$ cat src/design/lsq_pkg.sv
/* widths, queue sizes, index types
   and the load dependence code */
`default_nettype none

package lsq_pkg;

	localparam int DATA_W    = 64;	// data and address
	localparam int PRF_TAG_W = 6;
	localparam int ROB_IDX_W = 5;
	localparam int LQ_SIZE   = 8;	// load slots
	localparam int SQ_SIZE   = 8;	// store entries
	localparam int LQ_IDX_W  = $clog2(LQ_SIZE);
	localparam int SQ_IDX_W  = $clog2(SQ_SIZE);
	localparam int SQ_PTR_W  = SQ_IDX_W + 1;	// extra wrap bit for age compare
	localparam int MEM_TAG_W = 3;
	localparam int MEM_TAGS  = 1 << MEM_TAG_W;	// reads in flight at most

	typedef logic [DATA_W-1:0]    data_t;
	typedef logic [PRF_TAG_W-1:0] prf_tag_t;
	typedef logic [ROB_IDX_W-1:0] rob_idx_t;
	typedef logic [LQ_IDX_W-1:0]  lq_idx_t;
	typedef logic [SQ_IDX_W-1:0]  sq_idx_t;
	typedef logic [SQ_PTR_W-1:0]  sq_ptr_t;
	typedef logic [MEM_TAG_W-1:0] mem_tag_t;

	// what a pending load does next
	typedef enum logic [1:0] {
		FWD_WAIT   = 2'd0,	// older stores not resolved yet
		FWD_STORE  = 2'd1,	// youngest older match supplies data
		FWD_MEMORY = 2'd2	// no older match, read memory
	} fwd_code_t;

endpackage

`default_nettype wire

$ cat src/design/priority_pick.sv
/* first-set request picker, one-hot grant plus index */
`default_nettype none
`timescale 1ns/1ns

module priority_pick #(
	parameter int width = 8
) (
	input  wire  [width-1:0]         request,
	output logic [width-1:0]         grant,	// one-hot
	output logic                     grant_valid,
	output logic [$clog2(width)-1:0] grant_index
);

	always_comb begin
		grant       = '0;
		grant_valid = 1'b0;
		grant_index = '0;
		for (int i = 0; i < width; i++) begin
			if (request[i] && !grant_valid) begin	// lowest bit wins
				grant[i]    = 1'b1;
				grant_valid = 1'b1;
				grant_index = ($clog2(width))'(i);
			end
		end
	end

endmodule

`default_nettype wire

$ cat src/design/mem_load_port.sv
/* memory read issue, tag allocation and response routing */
`default_nettype none
`timescale 1ns/1ns

module mem_load_port (
	input  wire                          clock,
	input  wire                          reset,
	input  wire  [lsq_pkg::LQ_SIZE-1:0]  mem_wanted,
	input  wire  lsq_pkg::data_t         load_addr [lsq_pkg::LQ_SIZE],
	input  wire                          mispredict,
	input  wire                          mem_resp_valid,
	input  wire  lsq_pkg::mem_tag_t      mem_resp_tag,
	input  wire  lsq_pkg::data_t         mem_resp_data,
	output logic [lsq_pkg::LQ_SIZE-1:0]  mem_issued,
	output logic                         mem_req_valid,
	output lsq_pkg::data_t               mem_req_addr,
	output lsq_pkg::mem_tag_t            mem_req_tag,
	output logic                         fill_valid,
	output lsq_pkg::lq_idx_t             fill_slot,
	output lsq_pkg::data_t               fill_data
);

	logic [lsq_pkg::MEM_TAGS-1:0] tag_busy;	// read outstanding
	logic [lsq_pkg::MEM_TAGS-1:0] tag_stale;	// owner flushed, drop response
	lsq_pkg::lq_idx_t             tag_slot [lsq_pkg::MEM_TAGS];
	lsq_pkg::mem_tag_t            next_tag;
	logic [lsq_pkg::LQ_SIZE-1:0]  pick_grant;
	logic                         pick_valid;
	lsq_pkg::lq_idx_t             pick_idx;

	priority_pick #(.width(lsq_pkg::LQ_SIZE)) read_pick_i (
		.request     (mem_wanted),
		.grant       (pick_grant),
		.grant_valid (pick_valid),
		.grant_index (pick_idx)
	);

	assign mem_req_valid = pick_valid && !tag_busy[next_tag] && !mispredict;	// stall on reuse
	assign mem_req_addr  = load_addr[pick_idx];
	assign mem_req_tag   = next_tag;
	assign mem_issued    = mem_req_valid ? pick_grant : '0;
	assign fill_valid    = mem_resp_valid && tag_busy[mem_resp_tag] && !tag_stale[mem_resp_tag];
	assign fill_slot     = tag_slot[mem_resp_tag];
	assign fill_data     = mem_resp_data;

	always_ff @(posedge clock) begin
		if (reset) begin
			tag_busy  <= '0;
			tag_stale <= '0;
			next_tag  <= '0;
		end else begin
			if (mispredict)
				tag_stale <= tag_stale | tag_busy;	// whole table invalid
			if (mem_resp_valid) begin
				tag_busy[mem_resp_tag]  <= 1'b0;
				tag_stale[mem_resp_tag] <= 1'b0;
			end
			if (mem_req_valid) begin
				tag_busy[next_tag]  <= 1'b1;
				tag_stale[next_tag] <= 1'b0;
				tag_slot[next_tag]  <= pick_idx;
				next_tag            <= next_tag + 1'b1;	// wraps
			end
		end
	end

endmodule

`default_nettype wire

$ cat config.mk
export PLATFORM = sky130hd
export DESIGN_NAME = mem_load_port
export DESIGN_NICKNAME = d
export VERILOG_FILES = /design/src/design/lsq_pkg.sv /design/src/design/priority_pick.sv /design/src/design/mem_load_port.sv
export SDC_FILE = /design/constraint.sdc
export NUM_CORES = 1
export LEC_CHECK = 0
export BUFFER_PORTS_ARGS = -buffer_cell sky130_fd_sc_hd__buf_2
export CAP_MARGIN = 25
export CORE_AREA = 2 2 286 288
export CTS_CLUSTER_DIAMETER = 50
export DETAILED_ROUTE_END_ITERATION = 10
export DIE_AREA = 0 0 288 290
export PLACE_DENSITY_LB_ADDON = 0.05
export SYNTH_ARGS = -nofsm -noshare
export SYNTH_HDL_FRONTEND = slang
export SYNTH_SLANG_ARGS = --single-unit
$ cat constraint.sdc
create_clock -name clock -period 6.9 [get_ports clock]
set_input_delay 0.345 -clock clock [delete_from_list [all_inputs] [get_ports clock]]
set_output_delay 0.345 -clock clock [all_outputs]
set_load 0.01 [all_outputs]
## Word level (Yosys, flattened, before mapping)

Memory sizes are Yosys's and may differ from the RTL's.
Cells that the tools add are included.

- Input port bits: 591
- Bits in writable memories: 24
- Memories kept: 1
- Register bits: 19
- Logic and storage cells: 88
- Output and inout port bits: 144

- Mux-type cells: 47
- Reduce and logical (&&, ||, !) cells: 23
- Magnitude comparators: 5
- Add/subtract/negate cells: 1
- Bitwise operators: 8

Memories:

| name | depth | bits a word | read ports | clocked after Yosys merged registers in | wr ports | line | text |
|---|---|---|---|---|---|---|---|
| tag_slot | 8 | 3 | 1 | 0 | 1 | mem_load_port.sv:25 | `lsq_pkg::lq_idx_t tag_slot [lsq_pkg::MEM_TAGS];` |

Operator list:

| kind | number |
|---|---|
| binary-select mux 64 bit (select 3 bit) | 1 |
| 2-to-1 mux 64 bit | 2 |
| 2-to-1 mux 8 bit | 9 |
| AND 8 bit | 3 |
| 2-to-1 mux 1 bit | 24 |
| inverter 8 bit | 2 |
| bitwise OR 8 bit | 2 |
| logical AND 1 bit | 13 |
| 2-to-1 mux 3 bit | 4 |
| logical NOT 1 bit | 10 |
| binary-select mux 1 bit (select 3 bit) | 3 |
| less-than comparator 3 x 4 -> 1 bit (second input constant) | 2 |
| demux 1 bit (select 3 bit) | 2 |
| >= comparator 3 x 1 -> 1 bit (second input constant) | 2 |
| >= comparator 4 bit (second input constant) | 1 |
| 2-to-1 mux 2 bit | 2 |
| inverter 3 -> 4 bit | 1 |
| adder 3 x 1 -> 3 bit (second input constant) | 1 |

## Depth between registers and ports, before layout

- Depth after elaboration: 27
- Mapped depth: 7

## Hierarchy

Synthesis repeated with hierarchy kept, for this count alone.

- Cell total of the unflattened synthesis: 472
- Area, all modules: 6467.5 µm²

Modules (own cells, without submodules):

| module | area each (µm²) | seq. area each (µm²) | cells each | times used |
|---|---|---|---|---|
| mem_load_port | 6317.3 | 1101.1 | 450 | 1 |
| priority_pick | 150.1 | 0.0 | 22 | 1 |

## Worst setup path after synthesis

Ideal clock, no wire load.

- Path kind: input port to output port
- Start point: input mem_wanted[3] (netlist name)
- End point: output mem_req_addr[14]
- Slack: 4.172 ns
- Buffers on the path: 2
- Stages on the path: 7
- Arrival time: 2.383 ns
- Cells stage by stage: or4_4 > or4_4 > and2_1 > buf_6 > buf_6 > mux2_4 > o221a_1

- Word-level cells in the longest chain between the ends: 18
- Elaborated cells on any way between the ends: 22
- Classes of those cells: 12 x mux; 1 x bitwise; 9 x reduce/logical

RTL lines:

| element | line | text |
|---|---|---|
| from (decl) | mem_load_port.sv:8 | `input wire [lsq_pkg::LQ_SIZE-1:0] mem_wanted,` |
| logical AND 1 bit (*) | priority_pick.sv:19 | `if (request[i] && !grant_valid) begin` |
| 2-to-1 mux 1 bit | priority_pick.sv:19 |  |
| logical NOT 1 bit | priority_pick.sv:19 |  |
| logical AND 1 bit | priority_pick.sv:19 |  |
| 2-to-1 mux 1 bit | priority_pick.sv:19 |  |
| logical NOT 1 bit | priority_pick.sv:19 |  |
| logical AND 1 bit | priority_pick.sv:19 |  |
| 2-to-1 mux 1 bit | priority_pick.sv:19 |  |
| logical NOT 1 bit | priority_pick.sv:19 |  |
| logical AND 1 bit | priority_pick.sv:19 |  |
| 2-to-1 mux 1 bit | priority_pick.sv:19 |  |
| logical NOT 1 bit | priority_pick.sv:19 |  |
| logical AND 1 bit | priority_pick.sv:19 |  |
| 2-to-1 mux 3 bit (*) | priority_pick.sv:19 |  |
| inverter 3 -> 4 bit (implied by the code) (*) | mem_load_port.sv:39 | `assign mem_req_addr = load_addr[pick_idx];` |
| binary-select mux 64 bit (select 3 bit) (*) | mem_load_port.sv:39 |  |
| 2-to-1 mux 64 bit (implied by the code) (*) (2 in a row) | mem_load_port.sv:39 |  |
| to (decl) | mem_load_port.sv:16 | `output lsq_pkg::data_t mem_req_addr,` |

Mark *: on every way between the ends. The rest lies on a longest branch, timed or not. The select of a mux whose other input is x is not followed.

## Worst setup path in the final report

- Start point: input mem_wanted[1] (netlist name)
- End point: output mem_req_addr[2]

- Word-level cells in the longest chain between the ends: 24
- Elaborated cells on any way between the ends: 30
- Classes of those cells: 16 x mux; 1 x bitwise; 13 x reduce/logical

RTL lines:

| element | line |
|---|---|
| logical AND 1 bit (*) | priority_pick.sv:19 |
| 2-to-1 mux 1 bit | priority_pick.sv:19 |
| logical NOT 1 bit | priority_pick.sv:19 |
| logical AND 1 bit | priority_pick.sv:19 |
| 2-to-1 mux 1 bit | priority_pick.sv:19 |
| logical NOT 1 bit | priority_pick.sv:19 |
| logical AND 1 bit | priority_pick.sv:19 |
| 2-to-1 mux 1 bit | priority_pick.sv:19 |
| (+7 left out) | -- |
| logical AND 1 bit | priority_pick.sv:19 |
| 2-to-1 mux 1 bit | priority_pick.sv:19 |
| logical NOT 1 bit | priority_pick.sv:19 |
| logical AND 1 bit | priority_pick.sv:19 |
| 2-to-1 mux 3 bit (*) | priority_pick.sv:19 |
| inverter 3 -> 4 bit (implied by the code) (*) | mem_load_port.sv:39 |
| binary-select mux 64 bit (select 3 bit) (*) | mem_load_port.sv:39 |
| 2-to-1 mux 64 bit (implied by the code) (*) (2 in a row) | mem_load_port.sv:39 |

Marked as above.

==> results.ini <==
[place]
place_ws_ns = 2.72
place.detailed.hpwl_mm = 51.8
dpl.cell_count = 2555
postPlaceCellArea_um2 = 11300
globalplace.congestion = 0.806
placement.io_buffers = 606

[logic_synthesis]
yosysWarnings = 0
synth.area.top_cells = nand2_1, a31oi_1, mux2_4
syn_area_per_cell_um2 = 7.31
synth_ff_type = edfxtp_1
syn_area_um2 = 7590
syn_inst = 1038
most_common_cell_in_the_netlist = nand2_1
yosys.cell_types.count = 40
yosysTopAreaCellShare_pct = 13.3
synthDominantAreaCellType = nand2_1
number_of_enable_type_register_cells_in_the_synthesized_netlist = 24
mappedNetlistNets = 1630
post_synth_most_frequent_cells = nand2_1, a31oi_1, clkbuf_1
share_of_synthesized_registers_carrying_an_async_set_or_reset_pct = 0
synth-seq-area-share_pct = 14.5
synth-seq-cells = 43

[final_layout]
seqCellArea_um2 = 1100
area_of_all_placed_cells_without_fillers_um2 = 11500
finish.cell_count_without_fillers = 2578
num-fill-cells = 9454
post_route_cells_drive_above_1_share_pct = 49.0
num-nets-final = 2094
multi_input_area_um2 = 5620
layout-area-overhead-vs-synth_pct = 51.6

[global_route]
antenna_found_initial = 42
vias_in_the_first_global_route = 10700
grt_remaining_overflow = 0
grt_pass1_wl_mm = 87.6
globalRouteTotalUtil_pct = 14.7
grt_max_degree = 131

[run_status]
status = finished, final reports clean

[cts]
clock_tree_from_tritoncts = yes
max-clock-path-buffers = 2
ctsRootBufferMaster = clkbuf_16
ctsHtreeMaxLevel = 2
cts-resized-gates = 0
cts.hold.buffers_added = 0
cts.sink_count = 43
clock_latency_ns = 0.29
cts.reportedPaths.clkPinSlew_ns = 0.06
cts_made_buffers = 5
post-cts-setup-buffers = 0

[power]
power.leakage_nw = 5.18
p_per_area_nw_per_um2 = 113
total_power_mw = 1.30
worst_ir_drop_vdd_v = 0.0000717

[worst_setup_path]
reg2reg_depth = 4
worstPathBufferInverterCount = 3
timing.critical_path.from_type = input port
critical_path_depth = 8
worstSetupEndpointType = output port
critical-path-max-stage-delay_ns = 0.68
startpoint = mem_wanted[1]
critical_path.slowest_cell = or4_4
crit_path_max_fanout = 71
arrival_ns = 3.67
crit_family = simple AND/OR/NAND/NOR gates
timing.rr.start = mem_req_tag[2]
crit_chain = buf_4 > or4_4 > or4_4 > and2_4 > buf_4 > mux2_2 > o221a_2 > buf_2
critPathKind = input port to output port
cp_data_required_time_ns = 6.55

[timing]
fmax_mhz = 249
setup_slack_ns = 2.89
finalCriticalPeriod_ns = 4.01
sum_of_negative_setup_slack_ns = 0
slew-limit-headroom_pct = 30.6
final_hold_viol_count = 0
rsz0062_at_grt = no
finClkSkew_ns = 0.00456
finalSetupViolations = 0
slew_violations = 0
tightest_slew_ns = 1.04
finalCritPeriodShare_pct = 58.1

[drt]
avgRoutedWirePerCell_um = 25.1
drt_iter0_drc = 496
ant_nets = 0
detailedRoute.firstPassIterationCount = 5
drcViolationCount = 0
avgViaCountPerCell = 3.94
routed-via-count = 10200
detail_route.wirelength_mm = 64.7

[die]
die_ht_um = 290
std_cell_rows = 104
pin_count = 735
initial_core_util_pct = 9.47
die_area_um2 = 83500
fp.dieW_um = 288
core_area_um2 = 80200

[run]
timing.max_cap.violations = 0

[hold_path]
worst_hold_path.num_cells = 2
min_from = reset
tightest_hold_check_type = input port to register

state kept, by name, indices dropped and copies added, names as in the netlist:
register	cells
tag_slot	24
tag_busy	8
tag_stale	8
mem_req_tag	3
worst reg2reg max path, stage by stage (launching register included):
cell and delay (ns):
dfxtp_1 0.70, mux4_2 0.43, nor3b_1 0.65, nor2b_1 0.61, and3_1 0.38
layout make-up:
type	instances	area share [%]
Timing Repair Buffer	624	28.0
Multi-Input combinational cell	825	48.8
Inverter	3	0.0979
Clock buffer	5	1.09
Tap cell	1060	11.5
Antenna cell	15	0.326
Clock inverter	3	0.587
Sequential cell	43	9.57
layer usage:
| metal | up-vias | GRT usage (%) | routed length, um | part of all wire, % |
|---|---|---|---|---|
| met5 | - | 0.814 | 304 | 0.47 |
| met4 | 38 | 1.40 | 553 | 0.85 |
| met3 | 75 | 5.90 | 6150 | 9.5 |
| met2 | 474 | 26.5 | 32800 | 51 |
| met1 | 4799 | 16.5 | 24800 | 38 |
| li1 | 4766 | - | - | - |
placed cells by master (no fill, tap or decap), drive strengths merged, types with 2 or more instances in the layout:
| master | Yosys | final |
|---|---|---|
| bufinv | 0 | 2 |
| nor2 | 75 | 75 |
| and3 | 6 | 6 |
| nor2b | 11 | 11 |
| nand2 | 269 | 269 |
| dfxtp | 19 | 19 |
| a21o | 8 | 8 |
| diode | 0 | 15 |
| a32oi | 64 | 64 |
| mux4 | 12 | 12 |
| clkbuf | 95 | 5 |
| nand2b | 66 | 66 |
| or4 | 2 | 2 |
| mux2 | 68 | 68 |
| mux2i | 3 | 3 |
| and2 | 7 | 7 |
| inv | 3 | 3 |
| buf | 72 | 624 |
| a31oi | 135 | 135 |
| a21oi | 12 | 12 |
| a22o | 6 | 6 |
| a32o | 2 | 2 |
| edfxtp | 24 | 24 |
| o221a | 64 | 64 |
| nor4 | 2 | 2 |
| o21ai | 2 | 2 |
through the flow:
stage                     utilization, %  hold slack [ns]
after floorplan                        -            0.475
after global placement              14.0            0.538
after detailed placement            14.1            0.539
after CTS                           14.3            0.430
after global routing                14.3            0.465
final                               14.4            0.433
logic make-up after synthesis:
| group | count (synthesis) | share of synthesized area [%] |
|---|---|---|
| and+or+nand+nor | 444 | 25.5 |
| muxes | 83 | 16.5 |
| DFF | 43 | 14.5 |
| AOI/OAI and AO/OA | 297 | 31.2 |
| adders and majority gates | 1 | 0.165 |
| buffers and inverters | 170 | 12.2 |
final timing paths:
| check | slack, ns | end |
|---|---|---|
| hold / removal | 0.43 | mem_req_tag[0] |
| setup reg to reg | 3.82 | tag_slot[6][1] |
| hold reg to reg | 0.56 | tag_busy[5] |
| setup / recovery | 2.89 | mem_req_addr[2] |
report_power, final:
part | switching [mW] | leakage, nW | internal [mW]
clock | 0.109 | 0.0901 | 0.208
combinational | 0.381 | 4.72 | 0.321
sequential | 0.00576 | 0.375 | 0.277
Note: power is estimated with default switching activity, not from simulation.
