### config.mk
export PLATFORM = sky130hd
export DESIGN_NAME = load_queue
export DESIGN_NICKNAME = d
export VERILOG_FILES = /design/src/design/lsq_pkg.sv /design/src/design/priority_pick.sv /design/src/design/load_queue.sv
export SDC_FILE = /design/constraint.sdc
export NUM_CORES = 2
export LEC_CHECK = 0
export BUFFER_PORTS_ARGS = -buffer_cell sky130_fd_sc_hd__clkbuf_2
export CORE_AREA = 2 2 576 578
export DETAILED_ROUTE_END_ITERATION = 16
export DIE_AREA = 0 0 578 580
export PLACE_DENSITY_LB_ADDON = 0.1
export SLEW_MARGIN = 20
export SYNTH_ARGS = -nofsm -noshare
export SYNTH_HDL_FRONTEND = slang
export SYNTH_HIERARCHICAL = 1
export SYNTH_SLANG_ARGS = --single-unit
### constraint.sdc
create_clock -name clock -period 7.4 [get_ports clock]
set_clock_uncertainty 0.15 [all_clocks]
set_input_delay 0.37 -clock clock [delete_from_list [all_inputs] [get_ports clock]]
set_output_delay 0.37 -clock clock [all_outputs]
set_load 0.02 [all_outputs]
### src/design/lsq_pkg.sv
/* widths, queue sizes, index types
   and the load dependence code */
`default_nettype none

package lsq_pkg;

	localparam int DATA_W    = 64;	// data and address
	localparam int PRF_TAG_W = 6;
	localparam int ROB_IDX_W = 5;
	localparam int LQ_SIZE   = 8;	// load slots
	localparam int SQ_SIZE   = 8;	// store entries
	localparam int LQ_IDX_W  = $clog2(LQ_SIZE);
	localparam int SQ_IDX_W  = $clog2(SQ_SIZE);
	localparam int SQ_PTR_W  = SQ_IDX_W + 1;	// extra wrap bit for age compare
	localparam int MEM_TAG_W = 3;
	localparam int MEM_TAGS  = 1 << MEM_TAG_W;	// reads in flight at most

	typedef logic [DATA_W-1:0]    data_t;
	typedef logic [PRF_TAG_W-1:0] prf_tag_t;
	typedef logic [ROB_IDX_W-1:0] rob_idx_t;
	typedef logic [LQ_IDX_W-1:0]  lq_idx_t;
	typedef logic [SQ_IDX_W-1:0]  sq_idx_t;
	typedef logic [SQ_PTR_W-1:0]  sq_ptr_t;
	typedef logic [MEM_TAG_W-1:0] mem_tag_t;

	// what a pending load does next
	typedef enum logic [1:0] {
		FWD_WAIT   = 2'd0,	// older stores not resolved yet
		FWD_STORE  = 2'd1,	// youngest older match supplies data
		FWD_MEMORY = 2'd2	// no older match, read memory
	} fwd_code_t;

endpackage

`default_nettype wire

### src/design/priority_pick.sv
/* first-set request picker, one-hot grant plus index */
`default_nettype none
`timescale 1ns/1ns

module priority_pick #(
	parameter int width = 8
) (
	input  wire  [width-1:0]         request,
	output logic [width-1:0]         grant,	// one-hot
	output logic                     grant_valid,
	output logic [$clog2(width)-1:0] grant_index
);

	always_comb begin
		grant       = '0;
		grant_valid = 1'b0;
		grant_index = '0;
		for (int i = 0; i < width; i++) begin
			if (request[i] && !grant_valid) begin	// lowest bit wins
				grant[i]    = 1'b1;
				grant_valid = 1'b1;
				grant_index = ($clog2(width))'(i);
			end
		end
	end

endmodule

`default_nettype wire

### src/design/load_queue.sv
/* load slots: allocation, address wake-up, data fill
   from forward or memory, and result broadcast */
`default_nettype none
`timescale 1ns/1ns

module load_queue (
	input  wire                          clock,
	input  wire                          reset,
	input  wire                          dispatch_load,
	input  wire  lsq_pkg::data_t         base_value,
	input  wire  lsq_pkg::data_t         offset_value,
	input  wire                          offset_valid,
	input  wire  lsq_pkg::prf_tag_t      dest_tag,
	input  wire  lsq_pkg::sq_ptr_t       sq_tail,
	input  wire                          cdb_valid,
	input  wire  lsq_pkg::prf_tag_t      cdb_tag,
	input  wire  lsq_pkg::data_t         cdb_data,
	input  wire                          mispredict,
	input  var   lsq_pkg::fwd_code_t     fwd_code [lsq_pkg::LQ_SIZE],
	input  wire  lsq_pkg::data_t         fwd_data [lsq_pkg::LQ_SIZE],
	input  wire  [lsq_pkg::LQ_SIZE-1:0]  mem_issued,
	input  wire                          fill_valid,
	input  wire  lsq_pkg::lq_idx_t       fill_slot,
	input  wire  lsq_pkg::data_t         fill_data,
	output logic                         lq_full,
	output logic [lsq_pkg::LQ_SIZE-1:0]  load_valid,
	output lsq_pkg::data_t               load_addr [lsq_pkg::LQ_SIZE],
	output logic [lsq_pkg::LQ_SIZE-1:0]  load_addr_ready,
	output logic [lsq_pkg::LQ_SIZE-1:0]  load_data_ready,
	output lsq_pkg::sq_ptr_t             load_boundary [lsq_pkg::LQ_SIZE],
	output logic [lsq_pkg::LQ_SIZE-1:0]  mem_wanted,
	output logic                         result_valid,
	output lsq_pkg::prf_tag_t            result_tag,
	output lsq_pkg::data_t               result_data
);

	lsq_pkg::prf_tag_t offset_tag [lsq_pkg::LQ_SIZE];
	lsq_pkg::prf_tag_t slot_dest [lsq_pkg::LQ_SIZE];
	lsq_pkg::data_t    slot_data [lsq_pkg::LQ_SIZE];
	logic [lsq_pkg::LQ_SIZE-1:0] issued;	// read already sent
	logic [lsq_pkg::LQ_SIZE-1:0] free_grant;
	logic                        free_any;
	logic [lsq_pkg::LQ_SIZE-1:0] result_grant;
	lsq_pkg::lq_idx_t            result_idx;
	lsq_pkg::data_t              offset_term;
	logic                        offset_hit;

	priority_pick #(.width(lsq_pkg::LQ_SIZE)) free_pick_i (
		.request     (~load_valid),
		.grant       (free_grant),
		.grant_valid (free_any),
		.grant_index ()
	);

	priority_pick #(.width(lsq_pkg::LQ_SIZE)) result_pick_i (
		.request     (load_valid & load_data_ready),
		.grant       (result_grant),
		.grant_valid (result_valid),
		.grant_index (result_idx)
	);

	assign lq_full     = !free_any;
	assign result_tag  = slot_dest[result_idx];
	assign result_data = slot_data[result_idx];
	assign offset_hit  = !offset_valid && cdb_valid
		&& cdb_tag == lsq_pkg::prf_tag_t'(offset_value);
	assign offset_term = offset_valid ? offset_value : (offset_hit ? cdb_data : '0);

	always_comb begin
		for (int s = 0; s < lsq_pkg::LQ_SIZE; s++)
			mem_wanted[s] = !issued[s] && fwd_code[s] == lsq_pkg::FWD_MEMORY;	// held until issued
	end

	//////////////////////////////
	// slot state
	always_ff @(posedge clock) begin
		if (reset || mispredict) begin	// a flush empties every slot
			load_valid      <= '0;
			load_addr_ready <= '0;
			load_data_ready <= '0;
			issued          <= '0;
		end else begin
			for (int s = 0; s < lsq_pkg::LQ_SIZE; s++) begin
				if (cdb_valid && load_valid[s] && !load_addr_ready[s] && cdb_tag == offset_tag[s]) begin
					load_addr[s]       <= load_addr[s] + cdb_data;
					load_addr_ready[s] <= 1'b1;
				end
				if (fwd_code[s] == lsq_pkg::FWD_STORE) begin	// store forward
					slot_data[s]       <= fwd_data[s];
					load_data_ready[s] <= 1'b1;
				end
				if (fill_valid && fill_slot == lsq_pkg::lq_idx_t'(s) && load_valid[s]) begin
					slot_data[s]       <= fill_data;
					load_data_ready[s] <= 1'b1;
				end
				if (mem_issued[s])
					issued[s] <= 1'b1;
				if (result_grant[s]) begin	// broadcast frees the slot
					load_valid[s]      <= 1'b0;
					load_data_ready[s] <= 1'b0;
				end
				if (dispatch_load && free_grant[s]) begin
					load_valid[s]      <= 1'b1;
					load_addr[s]       <= base_value + offset_term;
					load_addr_ready[s] <= offset_valid || offset_hit;
					offset_tag[s]      <= lsq_pkg::prf_tag_t'(offset_value);
					slot_dest[s]       <= dest_tag;
					load_boundary[s]   <= sq_tail;	// stores before this are older
					load_data_ready[s] <= 1'b0;
					issued[s]          <= 1'b0;
				end
			end
		end
	end

endmodule

`default_nettype wire

Word level (Yosys, flattened, before mapping)
Memories as Yosys holds them, arrays and structs flattened.
Cells that the tools add are included.
Word-level totals
  output and inout port bits: 648
  register bits: 576
  input port bits: 818
  memory bits (writable): 608
  memories: 3
Memories
  slot_data: depth 8, width 64, read ports 1, clocked after memory_dff 0, wr ports 8, RTL line load_queue.sv:39  | lsq_pkg::data_t slot_data [lsq_pkg::LQ_SIZE];
  offset_tag: depth 8, width 6, read ports 8, clocked after memory_dff 0, wr ports 1, RTL line load_queue.sv:37  | lsq_pkg::prf_tag_t offset_tag [lsq_pkg::LQ_SIZE];
  slot_dest: depth 8, width 6, read ports 1, clocked after memory_dff 0, wr ports 1, RTL line load_queue.sv:38  | lsq_pkg::prf_tag_t slot_dest [lsq_pkg::LQ_SIZE];
Operators by class
  equality and inequality tests: 32
  add/sub/neg operators: 9
  reduce and logical (&&, ||, !) cells: 177
  bitwise logic cells: 11
  mux-type cells: 225
Operator list (number)
  64-bit two-way mux: 26
  64-bit adder: 9
  1-bit two-way mux: 165
  6-bit two-way mux: 14
  6-bit OR reduction: 14
  1-bit logical AND: 72
  6-bit equality test: 9
  3-bit two-way mux: 18
  2-bit nonzero test: 24
  1-bit zero test: 32
  2-bit AND reduction: 16
  3-bit OR reduction: 8
  2-bit by 1-bit equality test with 1-bit output (second input constant): 8
  2-bit equality test (second input constant): 8
  2-bit OR reduction: 8
  3-bit equality test (second input constant): 4
  8-bit AND: 1
  8-bit inverter: 1
  1-bit bitwise OR: 8
  3-bit by 2-bit equality test with 1-bit output (second input constant): 2
  2-bit two-way mux: 2
  3-bit by 1-bit equality test with 1-bit output (second input constant): 1
  3-bit zero test: 1
  1-bit logical OR: 2
  1-bit inverter: 1

Depth between registers and ports, before layout
  word-level depth: 29
  mapped depth: 20
  depth with buffers taken out: 18

Modules after synthesis
The synthesis kept the hierarchy.
By module, submodules not included
  load_queue: cells an instance 8291, instances 1, area an instance 85150.4 um^2
  priority_pick: cells an instance 22, instances 2, area an instance 150.1 um^2

Worst setup path before layout
Ideal clock, no wire load.
  kind: register to register
  from: register load_valid[1] (netlist name)
  to: register load_addr[100] (netlist name), enable pin
  path slack: 1.841 ns
  required time: 6.743 ns
  arrival time: 4.902 ns
  stages on the path, launching flop included: 8
  period minus slack after synthesis: 5.559 ns
  setup time: 0.507 ns
  path buffers: 2
  cells stage by stage: dfxtp_1 > inv_1 > nor4_4 > and3_2 > nand2_1 > clkbuf_1 > clkbuf_1 > a21oi_1
On the way
  word-level cells in the longest chain between the ends: 21
Ends and longest elaborated chain
  start, declared: RTL line load_queue.sv:26  | output logic [lsq_pkg::LQ_SIZE-1:0] load_valid,
  start signal, assigned: RTL line load_queue.sv:78  | load_valid <= '0;
  start signal, assigned by index: RTL line load_queue.sv:99  | load_valid[s] <= 1'b0;
  start signal, assigned by index: RTL line load_queue.sv:103  | load_valid[s] <= 1'b1;
  8-bit inverter *: RTL line load_queue.sv:49  | .request (~load_valid),
  1-bit logical AND *: RTL line priority_pick.sv:19  | if (request[i] && !grant_valid) begin
  1-bit two-way mux *: RTL line priority_pick.sv:19
  1-bit zero test: RTL line priority_pick.sv:19
  1-bit logical AND: RTL line priority_pick.sv:19
  1-bit two-way mux *: RTL line priority_pick.sv:19
  1-bit zero test: RTL line priority_pick.sv:19
  1-bit logical AND: RTL line priority_pick.sv:19
  [... 6 more ...]
  1-bit two-way mux *: RTL line priority_pick.sv:19
  1-bit zero test *: RTL line priority_pick.sv:19
  1-bit logical AND *: RTL line priority_pick.sv:19
  1-bit two-way mux *: RTL line priority_pick.sv:19
  via free_grant, one bit: RTL line load_queue.sv:41  | logic [lsq_pkg::LQ_SIZE-1:0] free_grant;
  1-bit logical AND *: RTL line load_queue.sv:102  | if (dispatch_load && free_grant[s]) begin
  2-bit nonzero test (no source line) *
  2-bit AND reduction (no source line) *
  end signal, assigned by index: RTL line load_queue.sv:85  | load_addr[s] <= load_addr[s] + cdb_data;
  end signal, assigned by index: RTL line load_queue.sv:104  | load_addr[s] <= base_value + offset_term;
  end, declared: RTL line load_queue.sv:27  | output lsq_pkg::data_t load_addr [lsq_pkg::LQ_SIZE],
Mark *: on every way through the listed nets, which the timed path passes. The rest lies on a longest branch.
A chain may end at the register's enable or synchronous reset.

Worst setup path after layout
  from: input port offset_value[2]
  to: register load_addr[126] (netlist name) (data pin)
On the way
  word-level cells in the longest chain between the ends: 6
Ends and longest elaborated chain
  start, declared: RTL line load_queue.sv:11  | input wire lsq_pkg::data_t offset_value,
  6-bit equality test: RTL line load_queue.sv:66  | && cdb_tag == lsq_pkg::prf_tag_t'(offset_value);
  1-bit logical AND: RTL line load_queue.sv:66
  64-bit two-way mux: RTL line load_queue.sv:67  | assign offset_term = offset_valid ? offset_value : (offset_hit ? cdb_data : '0);
  64-bit two-way mux *: RTL line load_queue.sv:67
  64-bit adder *: RTL line load_queue.sv:104
  64-bit two-way mux *: RTL line load_queue.sv:102
Every way passes the cells marked *; elsewhere a longest branch is shown, timed or not.

==> impl_metrics.ini <==
[routing]
wl_um = 469000
drt_iter0_markers = 6066
via_per_inst = 5.25
route.vias.total = 80312
wl_per_cell_um = 30.7
ant_nets = 0
drt-pass1-iter-count = 5
drc = 0

[clock_network]
htree_levels = 4
cts_tree = yes
cts_resized = 0
clockBufferDepth = 4
worstSkewPairLatency_ns = 0.88
cts_buffers = 165
clk_pin_slew_ns = 0.06
cts_sinks = 1184
clockRootBuffer = clkbuf_16

[worst_setup_path]
end_kind = flop
path_delay_family = compound AO/OA/AOI/OAI gates
start_kind = primary input
cpPeakStageDelay_ns = 0.54
slowest_stage = dlygate4sd3_1
path_cells = dlygate4sd3_1 > clkbuf_2 > xnor2_1 > nand3_1 > nor4_2 > buf_12 > a22o_1 > inv_1 > fa_1 > nand2b_1 > a21oi_1 > o21ai_0 > a21oi_1 > a211oi_1 > buf_4 > nor3_1 > o2111ai_1 > a21o_1 > a311oi_2 > buf_4 > o221ai_1 > a211o_1
critical_path_peak_fanout = 71
cp_data_arrival_time_ns = 6.74
required_ns = 7.81
worst-path-buf-inv = 6
path_class = primary input to flop

[cells_and_area]
areaGrowthSynthToFinish_pct = 34.2
n_fill_cell = 33453
final_nets = 12144
drive_gt1_frac = 0.251
fin_area_um2 = 115000

[timing]
worst-slew-pin-transition_ns = 1.10
setup_viol = 0
fmax_mhz = 158
min_period_ns = 6.33
fin_crit_sh = 0.856
setup_tns_ns = 0
slew_viol_final = 0
relSlewSlack = 0.265
rsz0062_at_grt = false
hold_viol = 0

[outcome]
status = complete, no violations

[synthesis]
synth.avg_cell_area_um2 = 10.3
syn-num-nets = 9721
syn-cell-area_um2 = 85400
yosys_warnings = 6
synth_cells = 8327

[global_route]
grt_max_degree = 81
grt.overflow.total = 0
grt_pass1_vias = 81269
antenna_found_initial = 107
grtUsageTotal = 0.269
grt_pass1_wl_um = 639000

[place]
dpl-instance-area_um2 = 98300
dpl.hpwl_um = 375000
port_buffers = 1465
gp_congestion = 0.927

[floorplanning]
start_util = 0.259
die_w_um = 578
die-area_um2 = 335000
die_y_um = 580
num_rows = 211
core_um2 = 329000
num_io_pins = 1466

[power]
p_per_area_nw_per_um2 = 177
ir_drop_mv = 0.186
p_leak_nw = 45.4

[min_path]
min_path_type = primary input to flop

[job]
cap_viol_max_count = 0
-- tightest hold or removal path, delay by kind of cell --
kind / cells / cell delay, ns
AO/OA/AOI/OAI: 2 / 0.51
buffers and inverters: 1 / 0.15
-- layout make-up --
type	count	area [um2]	share of cell area
Clock buffer	191	4290	0.0374
Sequential cell	1184	35200	0.307
Inverter	206	773	0.00674
Clock inverter	102	1270	0.0111
Timing Repair Buffer	2686	19200	0.168
Multi-Input combinational cell	6507	48200	0.421
Antenna cell	70	175	0.00153
Tap cell	4366	5460	0.0476
-- registers in the layout (all words and copies together) (netlist names) --
signal           cells
load_boundary       32
load_addr_ready      8
slot_data          512
slot_dest           48
issued               8
load_valid           8
load_data_ready      8
load_addr          512
offset_tag          48
-- per-stage QoR --
step           setup WS, ns   util  power (mW)  std cells  hold WS (ns)
6_report               1.07  0.348        20.3      15312        0.0823
5_1_grt               0.706  0.348        21.0      15285        0.0773
4_1_cts                1.00  0.348        20.4      15242       0.00395
3_5_place_dp          0.698  0.299        11.3      13892         0.338
3_3_place_gp          0.767  0.299        11.3      13892         0.335
2_1_floorplan          1.88      -        9.75       8327         0.319
-- power by group --
part	internal, mW	switching (mW)
Combinational	1.68	2.45
Clock	5.07	3.49
Sequential	7.52	0.0377
-- layer usage --
metal,track usage,wire length (um),up-vias
li1,-,-,36603
met1,0.324,191000,40085
met2,0.464,227000,2882
met3,0.0449,26200,684
met4,0.126,25000,58
met5,0,360,-
-- path summary, 6_finish.rpt --
| path | startpoint | endpoint | slack (ns) | cells past startpoint |
|---|---|---|---|---|
| max | offset_value[2] | load_addr[126]$_DFFE_PP_ | 1.07 | 22 |
| min | fwd_code[10] | load_data_ready[2]$_SDFFE_PP0P_ | 0.08 | 3 |
| max reg2reg | load_addr[128]$_DFFE_PP_ | load_addr[190]$_DFFE_PP_ | 2.25 | 14 |
| min reg2reg | issued[3]$_SDFFE_PP0P_ | issued[3]$_SDFFE_PP0P_ | 0.35 | 2 |
-- what timing repair did --
| item | 4_1_cts | 5_1_grt |
|---|---|---|
| hold buffers | 1057 | 0 |
| endpoints found under the hold margin | 657 | 0 |
| setup buffers | 0 | 0 |
| setup endpoints to repair | 0 | 0 |
-- cell usage in the layout (no fill, tap or decap), types with 35 or more instances in the layout --
cell type      count
nand3_1          109
xor2_1           236
and3_1            38
nand2b_1          70
clkbuf_2        1464
diode_2           70
edfxtp_1        1152
a21oi_1          979
nor2b_1           53
o31ai_1           56
mux2_2           608
o211ai_1          35
ha_1             567
a211oi_1          56
a22o_1            65
buf_4            159
xnor2_1          329
or3_1             37
a21o_1           340
o21ai_0          470
nor3_1           106
o21a_1            58
nand2_1          583
nor2_1           686
and2_1            36
a31oi_1           77
inv_1            206
mux2i_1           38
o21bai_1         128
clkbuf_16        168
dlygate4sd3_1   1057
nand4_1          162
mux4_2           140
Power figures use the tool's default switching activity.
